<file path="config.mk">
export PLATFORM = sky130hd
export DESIGN_NAME = core_top
export DESIGN_NICKNAME = d
export VERILOG_FILES = /design/src/verilog/rv_isa_pkg.sv /design/src/verilog/core_pkg.sv /design/src/verilog/core_top.sv /design/src/verilog/decoder.sv /design/src/verilog/load_store_unit.sv /design/src/verilog/register_file.sv
export SDC_FILE = /design/constraint.sdc
export NUM_CORES = 2
export LEC_CHECK = 0
export BUFFER_PORTS_ARGS = -buffer_cell sky130_fd_sc_hd__buf_2
export CAP_MARGIN = 20
export CORE_ASPECT_RATIO = 1.75
export CORE_UTILIZATION = 57
export DETAILED_ROUTE_END_ITERATION = 8
export PLACE_DENSITY = 0.77
export SLEW_MARGIN = 20
export SYNTH_ARGS = -nofsm -noshare
export SYNTH_HDL_FRONTEND = slang
export SYNTH_SLANG_ARGS = --single-unit
</file>
<file path="constraint.sdc">
create_clock -name clk -period 7.3 [get_ports clk]
set_clock_uncertainty 0.15 [all_clocks]
set_input_delay 1.095 -clock clk [delete_from_list [all_inputs] [get_ports clk]]
set_output_delay 1.095 -clock clk [all_outputs]
set_load 0.005 [all_outputs]
</file>
<file path="src/verilog/rv_isa_pkg.sv">
package rv_isa_pkg;

  localparam int xlen       = 32;
  localparam int reg_addr_w = 5;
  localparam int opcode_w   = 7;
  localparam int funct3_w   = 3;

  localparam logic [xlen-1:0] reset_vector = 32'h8000_0000;

  typedef logic [xlen-1:0]       word_t;
  typedef logic [reg_addr_w-1:0] reg_addr_t;

  // base opcodes of the supported subset, inst[6:0]
  typedef enum logic [opcode_w-1:0] {
    op_imm = 7'b001_0011,  // only addi is executed
    lui    = 7'b011_0111,
    auipc  = 7'b001_0111,
    jal    = 7'b110_1111,
    jalr   = 7'b110_0111,
    load   = 7'b000_0011,
    store  = 7'b010_0011,
    system = 7'b111_0011   // only ebreak is executed
  } opcode_e;

  // funct3 of loads and stores
  typedef enum logic [funct3_w-1:0] {
    size_byte   = 3'b000,
    size_half   = 3'b001,
    size_word   = 3'b010,
    size_byte_u = 3'b100,
    size_half_u = 3'b101
  } mem_size_e;

  localparam logic [funct3_w-1:0] funct3_addi = 3'b000;

  // full encoding, ecall and friends do not match
  localparam word_t ebreak_inst = 32'h0010_0073;

endpackage
</file>
<file path="src/verilog/core_pkg.sv">
package core_pkg;

  localparam int strb_w = rv_isa_pkg::xlen / 8;  // one mask bit per byte lane

  // first operand of the shared adder
  typedef enum logic [1:0] {
    a_rs1,
    a_pc,
    a_zero
  } a_sel_e;

  // register write-back source
  typedef enum logic [1:0] {
    wb_sum,
    wb_pc_plus4,
    wb_load
  } wb_sel_e;

  typedef struct packed {
    logic                  reg_write;
    logic                  mem_read;
    logic                  mem_write;
    logic                  jump;
    logic                  halt;
    a_sel_e                a_sel;
    wb_sel_e               wb_sel;
    rv_isa_pkg::mem_size_e size;
    rv_isa_pkg::reg_addr_t rd;
    rv_isa_pkg::reg_addr_t rs1;
    rv_isa_pkg::reg_addr_t rs2;
    rv_isa_pkg::word_t     imm;   // already sign-extended
  } ctrl_t;

  // data memory request, read data comes back in the same cycle
  typedef struct packed {
    rv_isa_pkg::word_t   addr;
    rv_isa_pkg::word_t   wdata;   // store bytes replicated into lanes
    logic [strb_w-1:0]   wmask;
    logic                read;
    logic                write;
  } dmem_req_t;

endpackage

</file>
<file path="src/verilog/core_top.sv">
`timescale 1ns/1ps

module core_top (
  input  logic                clk,
  input  logic                reset,
  input  rv_isa_pkg::word_t   inst,
  output rv_isa_pkg::word_t   pc,
  output core_pkg::dmem_req_t dmem_req,
  input  rv_isa_pkg::word_t   dmem_rdata,
  output logic                halt
);

  core_pkg::ctrl_t   ctrl;
  rv_isa_pkg::word_t rs1_data;
  rv_isa_pkg::word_t rs2_data;
  rv_isa_pkg::word_t op_a;
  rv_isa_pkg::word_t sum;
  rv_isa_pkg::word_t pc_plus4;
  rv_isa_pkg::word_t next_pc;
  rv_isa_pkg::word_t wb_data;
  rv_isa_pkg::word_t load_data;
  logic              reg_write;
  logic              mem_read;
  logic              mem_write;

  decoder u_decoder (
    .inst (inst),
    .ctrl (ctrl)
  );

  // nothing architectural changes while in reset
  assign reg_write = ctrl.reg_write & ~reset;
  assign mem_read  = ctrl.mem_read & ~reset;
  assign mem_write = ctrl.mem_write & ~reset;

  register_file u_regs (
    .clk    (clk),
    .write  (reg_write),
    .waddr  (ctrl.rd),
    .raddr1 (ctrl.rs1),
    .raddr2 (ctrl.rs2),
    .wdata  (wb_data),
    .rdata1 (rs1_data),
    .rdata2 (rs2_data)
  );

  always_comb begin
    case (ctrl.a_sel)
      core_pkg::a_rs1: op_a = rs1_data;
      core_pkg::a_pc:  op_a = pc;
      default:         op_a = '0;  // lui
    endcase
  end

  // one adder for addresses, jump targets and results
  assign sum      = op_a + ctrl.imm;
  assign pc_plus4 = pc + 32'd4;

  load_store_unit u_lsu (
    .addr       (sum),
    .store_data (rs2_data),
    .size       (ctrl.size),
    .read       (mem_read),
    .write      (mem_write),
    .dmem_req   (dmem_req),
    .dmem_rdata (dmem_rdata),
    .load_data  (load_data)
  );

  always_comb begin
    case (ctrl.wb_sel)
      core_pkg::wb_pc_plus4: wb_data = pc_plus4;   // jal/jalr link
      core_pkg::wb_load:     wb_data = load_data;
      default:               wb_data = sum;
    endcase
  end

  assign halt = ctrl.halt;

  always_comb begin
    if (ctrl.halt) begin
      next_pc = pc;                  // hold on ebreak
    end else if (ctrl.jump) begin
      next_pc = {sum[31:1], 1'b0};   // jalr clears bit 0
    end else begin
      next_pc = pc_plus4;
    end
  end

  always_ff @(posedge clk) begin
    if (reset) begin
      pc <= rv_isa_pkg::reset_vector;
    end else begin
      pc <= next_pc;
    end
  end

endmodule

</file>
<file path="src/verilog/decoder.sv">
`timescale 1ns/1ps

module decoder (
  input  rv_isa_pkg::word_t inst,
  output core_pkg::ctrl_t   ctrl
);

  rv_isa_pkg::opcode_e   opcode;
  rv_isa_pkg::mem_size_e size;
  rv_isa_pkg::word_t     imm_i;
  rv_isa_pkg::word_t     imm_s;
  rv_isa_pkg::word_t     imm_u;
  rv_isa_pkg::word_t     imm_j;
  logic                  load_size_ok;
  logic                  store_size_ok;

  assign opcode = rv_isa_pkg::opcode_e'(inst[6:0]);
  assign size   = rv_isa_pkg::mem_size_e'(inst[14:12]);

  // immediates, all sign-extended from inst[31]
  assign imm_i = {{20{inst[31]}}, inst[31:20]};
  assign imm_s = {{20{inst[31]}}, inst[31:25], inst[11:7]};
  assign imm_u = {inst[31:12], 12'h000};  // already shifted by 12
  assign imm_j = {{12{inst[31]}}, inst[19:12], inst[20], inst[30:21], 1'b0};

  // stores have no unsigned widths
  always_comb begin
    load_size_ok  = 1'b0;
    store_size_ok = 1'b0;
    case (size)
      rv_isa_pkg::size_byte,
      rv_isa_pkg::size_half,
      rv_isa_pkg::size_word: begin
        load_size_ok  = 1'b1;
        store_size_ok = 1'b1;
      end
      rv_isa_pkg::size_byte_u,
      rv_isa_pkg::size_half_u: load_size_ok = 1'b1;
      default: ;
    endcase
  end

  always_comb begin
    ctrl        = '0;           // unknown opcode, all enables low
    ctrl.a_sel  = core_pkg::a_zero;
    ctrl.wb_sel = core_pkg::wb_sum;
    ctrl.size   = size;
    ctrl.rd     = inst[11:7];
    ctrl.rs1    = inst[19:15];
    ctrl.rs2    = inst[24:20];
    ctrl.imm    = imm_i;

    case (opcode)
      rv_isa_pkg::op_imm: begin
        if (inst[14:12] == rv_isa_pkg::funct3_addi) begin
          ctrl.reg_write = 1'b1;
          ctrl.a_sel     = core_pkg::a_rs1;
        end
      end
      rv_isa_pkg::lui: begin
        ctrl.reg_write = 1'b1;  // 0 + imm
        ctrl.imm       = imm_u;
      end
      rv_isa_pkg::auipc: begin
        ctrl.reg_write = 1'b1;
        ctrl.a_sel     = core_pkg::a_pc;
        ctrl.imm       = imm_u;
      end
      rv_isa_pkg::jal: begin
        ctrl.reg_write = 1'b1;
        ctrl.jump      = 1'b1;
        ctrl.a_sel     = core_pkg::a_pc;
        ctrl.wb_sel    = core_pkg::wb_pc_plus4;
        ctrl.imm       = imm_j;
      end
      rv_isa_pkg::jalr: begin
        ctrl.reg_write = 1'b1;
        ctrl.jump      = 1'b1;
        ctrl.a_sel     = core_pkg::a_rs1;
        ctrl.wb_sel    = core_pkg::wb_pc_plus4;
      end
      rv_isa_pkg::load: begin
        if (load_size_ok) begin
          ctrl.reg_write = 1'b1;
          ctrl.mem_read  = 1'b1;
          ctrl.a_sel     = core_pkg::a_rs1;
          ctrl.wb_sel    = core_pkg::wb_load;
        end
      end
      rv_isa_pkg::store: begin
        if (store_size_ok) begin
          ctrl.mem_write = 1'b1;
          ctrl.a_sel     = core_pkg::a_rs1;
          ctrl.imm       = imm_s;
        end
      end
      rv_isa_pkg::system: ctrl.halt = (inst == rv_isa_pkg::ebreak_inst);
      default: ;
    endcase
  end

endmodule

</file>
<file path="src/verilog/load_store_unit.sv">
`timescale 1ns/1ps

module load_store_unit (
  input  rv_isa_pkg::word_t     addr,
  input  rv_isa_pkg::word_t     store_data,
  input  rv_isa_pkg::mem_size_e size,
  input  logic                  read,
  input  logic                  write,
  output core_pkg::dmem_req_t   dmem_req,
  input  rv_isa_pkg::word_t     dmem_rdata,
  output rv_isa_pkg::word_t     load_data
);

  logic [1:0]                  offset;
  logic                        aligned;
  logic [core_pkg::strb_w-1:0] mask;
  rv_isa_pkg::word_t           lanes;
  logic [7:0]                  byte_sel;
  logic [15:0]                 half_sel;

  assign offset = addr[1:0];

  // per-size mask, lane data and alignment
  always_comb begin
    aligned = 1'b0;
    mask    = '0;
    lanes   = store_data;
    case (size)
      rv_isa_pkg::size_byte, rv_isa_pkg::size_byte_u: begin
        aligned = 1'b1;
        mask    = 4'b0001 << offset;
        lanes   = {4{store_data[7:0]}};
      end
      rv_isa_pkg::size_half, rv_isa_pkg::size_half_u: begin
        aligned = ~offset[0];
        mask    = 4'b0011 << offset;
        lanes   = {2{store_data[15:0]}};
      end
      rv_isa_pkg::size_word: begin
        aligned = (offset == 2'b00);
        mask    = 4'b1111;
      end
      default: ;
    endcase
  end

  assign dmem_req.addr  = addr;
  assign dmem_req.wdata = lanes;
  assign dmem_req.wmask = (write && aligned) ? mask : '0;
  assign dmem_req.read  = read;
  assign dmem_req.write = write;

  assign byte_sel = dmem_rdata[8*offset +: 8];
  assign half_sel = offset[1] ? dmem_rdata[31:16] : dmem_rdata[15:0];

  always_comb begin
    load_data = '0;  // also the misaligned result
    if (aligned) begin
      case (size)
        rv_isa_pkg::size_byte:   load_data = {{24{byte_sel[7]}}, byte_sel};
        rv_isa_pkg::size_byte_u: load_data = {24'h0, byte_sel};
        rv_isa_pkg::size_half:   load_data = {{16{half_sel[15]}}, half_sel};
        rv_isa_pkg::size_half_u: load_data = {16'h0, half_sel};
        rv_isa_pkg::size_word:   load_data = dmem_rdata;
        default: ;
      endcase
    end
  end

endmodule

</file>
<file path="src/verilog/register_file.sv">
`timescale 1ns/1ps

module register_file (
  input  logic                  clk,
  input  logic                  write,
  input  rv_isa_pkg::reg_addr_t waddr,
  input  rv_isa_pkg::reg_addr_t raddr1,
  input  rv_isa_pkg::reg_addr_t raddr2,
  input  rv_isa_pkg::word_t     wdata,
  output rv_isa_pkg::word_t     rdata1,
  output rv_isa_pkg::word_t     rdata2
);

  // x0 has no storage
  rv_isa_pkg::word_t regs [1:31];

  always_ff @(posedge clk) begin
    if (write && (waddr != '0)) begin
      regs[waddr] <= wdata;
    end
  end

  // asynchronous reads
  always_comb begin
    rdata1 = '0;
    rdata2 = '0;
    if (raddr1 != '0) begin
      rdata1 = regs[raddr1];
    end
    if (raddr2 != '0) begin
      rdata2 = regs[raddr2];
    end
  end

endmodule

</file>
* Yosys cells after proc, flatten, opt, wreduce, memory -nomap -nowiden *
Memory sizes are Yosys's and may differ from the RTL's.
Cells that the tools add are included.

storage, ports and cells
  memories kept = 1
  input bits = 66
  output and inout port bits = 103
  logic and storage cells = 75
  bits in registers = 32
  RAM bits = 992

memory list
  name         words  width  rd ports  clocked after Yosys merged registers in  wr ports  RTL line             text
  u_regs.regs  31     32     2         0                                        1         register_file.sv:15  rv_isa_pkg::word_t regs [1:31];

operators by class
  eq/ne operators = 16
  reduce and logical (&&, ||, !) cells = 16
  multiplexer cells = 31
  bitwise gates (word level) = 5
  shifts and indexed selects = 3
  add/sub/neg operators = 2

operators with widths
  cell                                                   count
  case mux 32 bit (2 select lines)                       3
  case mux 32 bit (5 select lines)                       1
  two-way mux 32 bit                                     4
  case mux 31 bit (3 select lines)                       1
  adder 32 x 3 -> 32 bit, second input constant          1
  adder 32 bit                                           1
  equality test 32 x 21 -> 1 bit, second input constant  1
  variable part select 32 x 6 -> 8 bit                   1
  equality test 7 bit, second input constant             3
  two-way mux 16 bit                                     1
  nonzero test 5 bit                                     3
  equality test 7 x 5 -> 1 bit, second input constant    2
  equality test 7 x 6 -> 1 bit, second input constant    2
  case mux 4 bit (3 select lines)                        1
  two-way mux 1 bit                                      10
  case mux 2 bit (5 select lines)                        1
  OR reduction 2 bit                                     5
  two-way mux 4 bit                                      2
  equality test 7 x 2 -> 1 bit, second input constant    1
  equality test 3 bit, second input constant             2
  two-way mux 2 bit                                      3
  case mux 1 bit (3 select lines)                        2
  two-way mux 5 bit                                      1
  OR reduction 5 bit                                     1
  14 further kinds                                       20

* Longest topological paths before layout *
  depth after elaboration = 12
  gate-level depth with buffers = 23
  gate-level depth less buffers = 18

* Modules after synthesis *
A second synthesis with hierarchy kept.

second synthesis, totals
  cells, all modules = 3,643
  area total of the unflattened synthesis = 53,694.0 µm²

by module, submodules not included
  module           cells an instance  times used  seq. area each (µm²)  area an instance (µm²)
  register_file    2,601              1           29,788.6              46,498.3
  core_top         704                1           620.6                 4,858.4
  load_store_unit  226                1           0.0                   1,601.5
  decoder          112                1           0.0                   735.7

* Least setup slack after synthesis *
No wires, ideal clock.

  path kind = input -> register
  start point = in inst[15]
  end point = mem u_regs.regs[10][7] in the netlist's numbering (data pin)
  required time = 6.704 ns
  buffers on the path = 6
  library setup time = 0.446 ns
  cell stages on the path = 21
  setup slack = 0.147 ns
  arrival = 6.556 ns
  cell sequence = buf_2 buf_2 buf_2 buf_2 mux4_2 mux4_2 mux2i_1 nor2_1 ha_1 inv_1 fa_1 clkbuf_1 nor2_1 and2_1 clkbuf_1 a22oi_1 or2_2 a21o_1 o21ai_0 a22oi_1 o21ai_0

on the way
  word-level cells in the longest chain between the ends = 8
  elaborated cells between the ends (all ways) = 13
  those cells by class = add/sub (1); shift (1); mux (7); bitwise (1); reduce/logical (2); memory (1)

RTL lines
  item                                                                                 RTL line                                      text
  from (decl)                                                                          core_top.sv:6                                 input rv_isa_pkg::word_t inst,
  memory read (31 x 32 bit) or nonzero test 5 bit (tied branches)                      --
  two-way mux 32 bit *                                                                 register_file.sv:27                           if (raddr1 != '0) begin
  case mux 32 bit (2 select lines) *                                                   core_top.sv:48                                case (ctrl.a_sel)
  adder 32 bit *                                                                       core_top.sv:56                                assign sum = op_a + ctrl.imm;
  variable part select 32 x 6 -> 8 bit (tied with other cells)                         load_store_unit.sv:53                         assign byte_sel = dmem_rdata[8*offset +: 8];
  case mux 32 bit (5 select lines) or case mux 1 bit (3 select lines) (tied branches)  load_store_unit.sv:59, load_store_unit.sv:28
  two-way mux 32 bit                                                                   load_store_unit.sv:58                         if (aligned) begin
  case mux 32 bit (2 select lines) *                                                   core_top.sv:71                                case (ctrl.wb_sel)
  named net u_regs.wdata[7]                                                            register_file.sv:9                            input rv_isa_pkg::word_t wdata,
  to (decl)                                                                            register_file.sv:15

The timed path passes the listed nets; every way through them passes the cells marked *.

==> results_dict.tcl <==
set metrics [dict create \
    viasPerCell 7.59 \
    die_y_um 400 \
    dr.pass1.iters 6 \
    worstPathRequired_ns 6.05 \
    start_util 0.576 \
    yosysMostFrequentCell "edfxtp_1" \
    clkLatencyLatePin_ns 0.72 \
    worstMarginPinSlew_ns 1.22 \
    ios 169 \
    yosysWarnings 0 \
    avgSynthCellArea_um2 17.3 \
    cp-end-kind "output port" \
    muxShareOfSynthArea 0.283 \
    core_um2 89400 \
    synth_top_family_by_area "multiplexers" \
    synth.distinct_cells 71 \
    finalCritPeriodShare 0.981 \
    hold_ws_ns 0.411 \
    area_delta_synth_final_pct 13.5 \
    route.detailed.drc 0 \
    p_leak_uw 0.0196 \
    synth.net_count 3076 \
    min_path_type "flip-flop to flip-flop" \
    cts_tree "yes" \
    synth_edf_count 992 \
    drtIter0Drc 5207 \
    drive_gt1_frac 0.368 \
    avgRoutedWirePerCell_um 38.9 \
    cap_violations 0 \
    gp_congestion 1.11 \
    fmax_mhz 140 \
    clockBufferDepth 3 \
    clockRootBuffer "clkbuf_16" \
    arrival_ns 5.92 \
    grt_usage 0.387 \
    critPathLaunchType "primary input" \
    setup-tns-final_ns 0 \
    yosys.area.top_type "edfxtp_1" \
    timing_hold_violations_final 0 \
    relSlewSlack 0.184 \
    async_reset_ff_frac 0 \
    syn-cell-area_um2 51500 \
    synth_fa_ha_area_frac 0.00864 \
    gr-total-overflow 0 \
    period_needed_ns 7.16 \
    yosys.area_share.simple 0.0397 \
    ir_drop_uv 185 \
    ant_nets 0 \
    die_w_um 229 \
    outcome "finished, final reports clean" \
    dp_hpwl_um 109000 \
    routed_wl_um 175000 \
    synth_seq_cells 1023 \
    syn_inst 2975 \
    nets 3339 \
    cts.clk_slew.worst_paths_ns 0.08 \
    synth_commonest_cells "edfxtp_1 (992), mux4_2 (575), nor2_1 (181)" \
    criticalPathCategory "primary input to output port" \
    grt_pass1_vias 34519 \
    synth_compound_area_frac 0.0477 \
    vias 34091 \
    dieArea_um2 91700 \
    finalSetupViolCount 0 \
    rsz0062_at_grt "false" \
    numCtsBuffers 88 \
    synthTopCellsByArea "edfxtp_1 (58%), mux4_2 (25%), mux2i_1 (2.6%)" \
    synth-main-ff-cell "edfxtp_1" \
    cts_sinks 1023 \
    p_per_area_nw_per_um2 223 \
    antenna_found_initial 14 \
    synth_top_area_frac 0.578 \
    rows 145 \
    final_max_slew_viol_count 0 \
    port_buffers 167 \
    grt_max_degree 82 \
    grt_pass1_wl_um 247000 \
    path_max_fanout 10 \
    synth_xor_area_frac 0.00983 \
    htreeDepth 3 \
    ys_seq_area_frac 0.590 \
]
[worst paths after layout]
path	to	slack [ns]	from	cells after the start
setup reg to reg	u_regs.regs[6][21]	1.23	u_regs.regs[23][2]	17
hold / removal	pc[1]	0.41	pc[1]	2
hold reg to reg	pc[1]	0.41	pc[1]	2
setup / recovery	dmem_req[59]	0.14	inst[15]	18
[repair_timing]
item | CTS | global route
gates resized for setup | 0 | 4
hold buffers | 0 | 0
buffers inserted | 0 | 0
setup endpoints to repair | 0 | 4
[logic make-up after synthesis]
family,Yosys count
muxes,734
and+or+nand+nor,460
AOI/OAI and AO/OA,398
adders and majority gates,35
DFF,1023
other,1
buffers and inverters,267
xor gates and xnor gates,57
[registers in the layout (all words and copies together) (netlist names)]
register,flops
u_regs.regs,992
pc,31
[cell type report]
type                            instances  area (um^2)
Sequential cell                      1023        30400
Timing Repair Buffer                  405         3100
Inverter                               35          134
Antenna cell                            7         17.5
Clock buffer                           97         2240
Clock inverter                         63          781
Fill cell                            5800        30900
Multi-Input combinational cell       1685        20400
Tap cell                             1176         1470
[worst max-delay path, stage by stage]
cell and delay [ns]:
buf_8 0.16, buf_12 0.17, buf_4 0.18, mux4_2 0.52, mux4_2 0.49, mux2i_1 0.21, buf_4 0.17, o21ai_0 0.13
ha_1 0.37, a211oi_1 0.31, o21ai_1 0.17, o21ai_1 0.43, nand2b_1 0.14, a31oi_1 0.40, o21ai_1 0.16, a221oi_1 0.37
xnor2_1 0.24, buf_2 0.18
[metrics by stage]
step	instances	utilization	power [uW]	setup WS (ns)	area, um^2
after floorplan	2975	-	7500	0.147	51500
after global placement	4318	0.618	8030	0.239	55300
after detailed placement	4321	0.619	8070	0.181	55400
after CTS	4481	0.653	13000	0.198	58400
after global routing	4490	0.654	13300	0.00748	58500
final	4491	0.654	13000	0.135	58500
[cell usage in the layout, fill, tap and decap left out, drive strengths merged, types with 21 or more instances in the layout]
master  instances
mux2i         136
inv            45
ha             34
a21oi         157
nor2          181
edfxtp        992
mux2           23
nand2         153
buf           405
clkinv         29
a21o           38
o21ai          88
mux4          575
xor2           23
xnor2          34
o22ai          21
clkbuf         97
dfxtp          31
[metal layers]
layer | track usage | share of wire
met5 | 0 | 0.00038
met4 | 0.296 | 0.086
met3 | 0.0981 | 0.12
met2 | 0.618 | 0.48
met1 | 0.454 | 0.31
[power breakdown]
part / internal [uW] / total [uW] / switching [uW]
Combinational: 593 / 1450 / 852
Clock: 2770 / 5040 / 2270
Sequential: 6530 / 6540 / 8.58
Total: 9890 / 13000 / 3130
No activity file was read; power rests on OpenSTA's default activity.
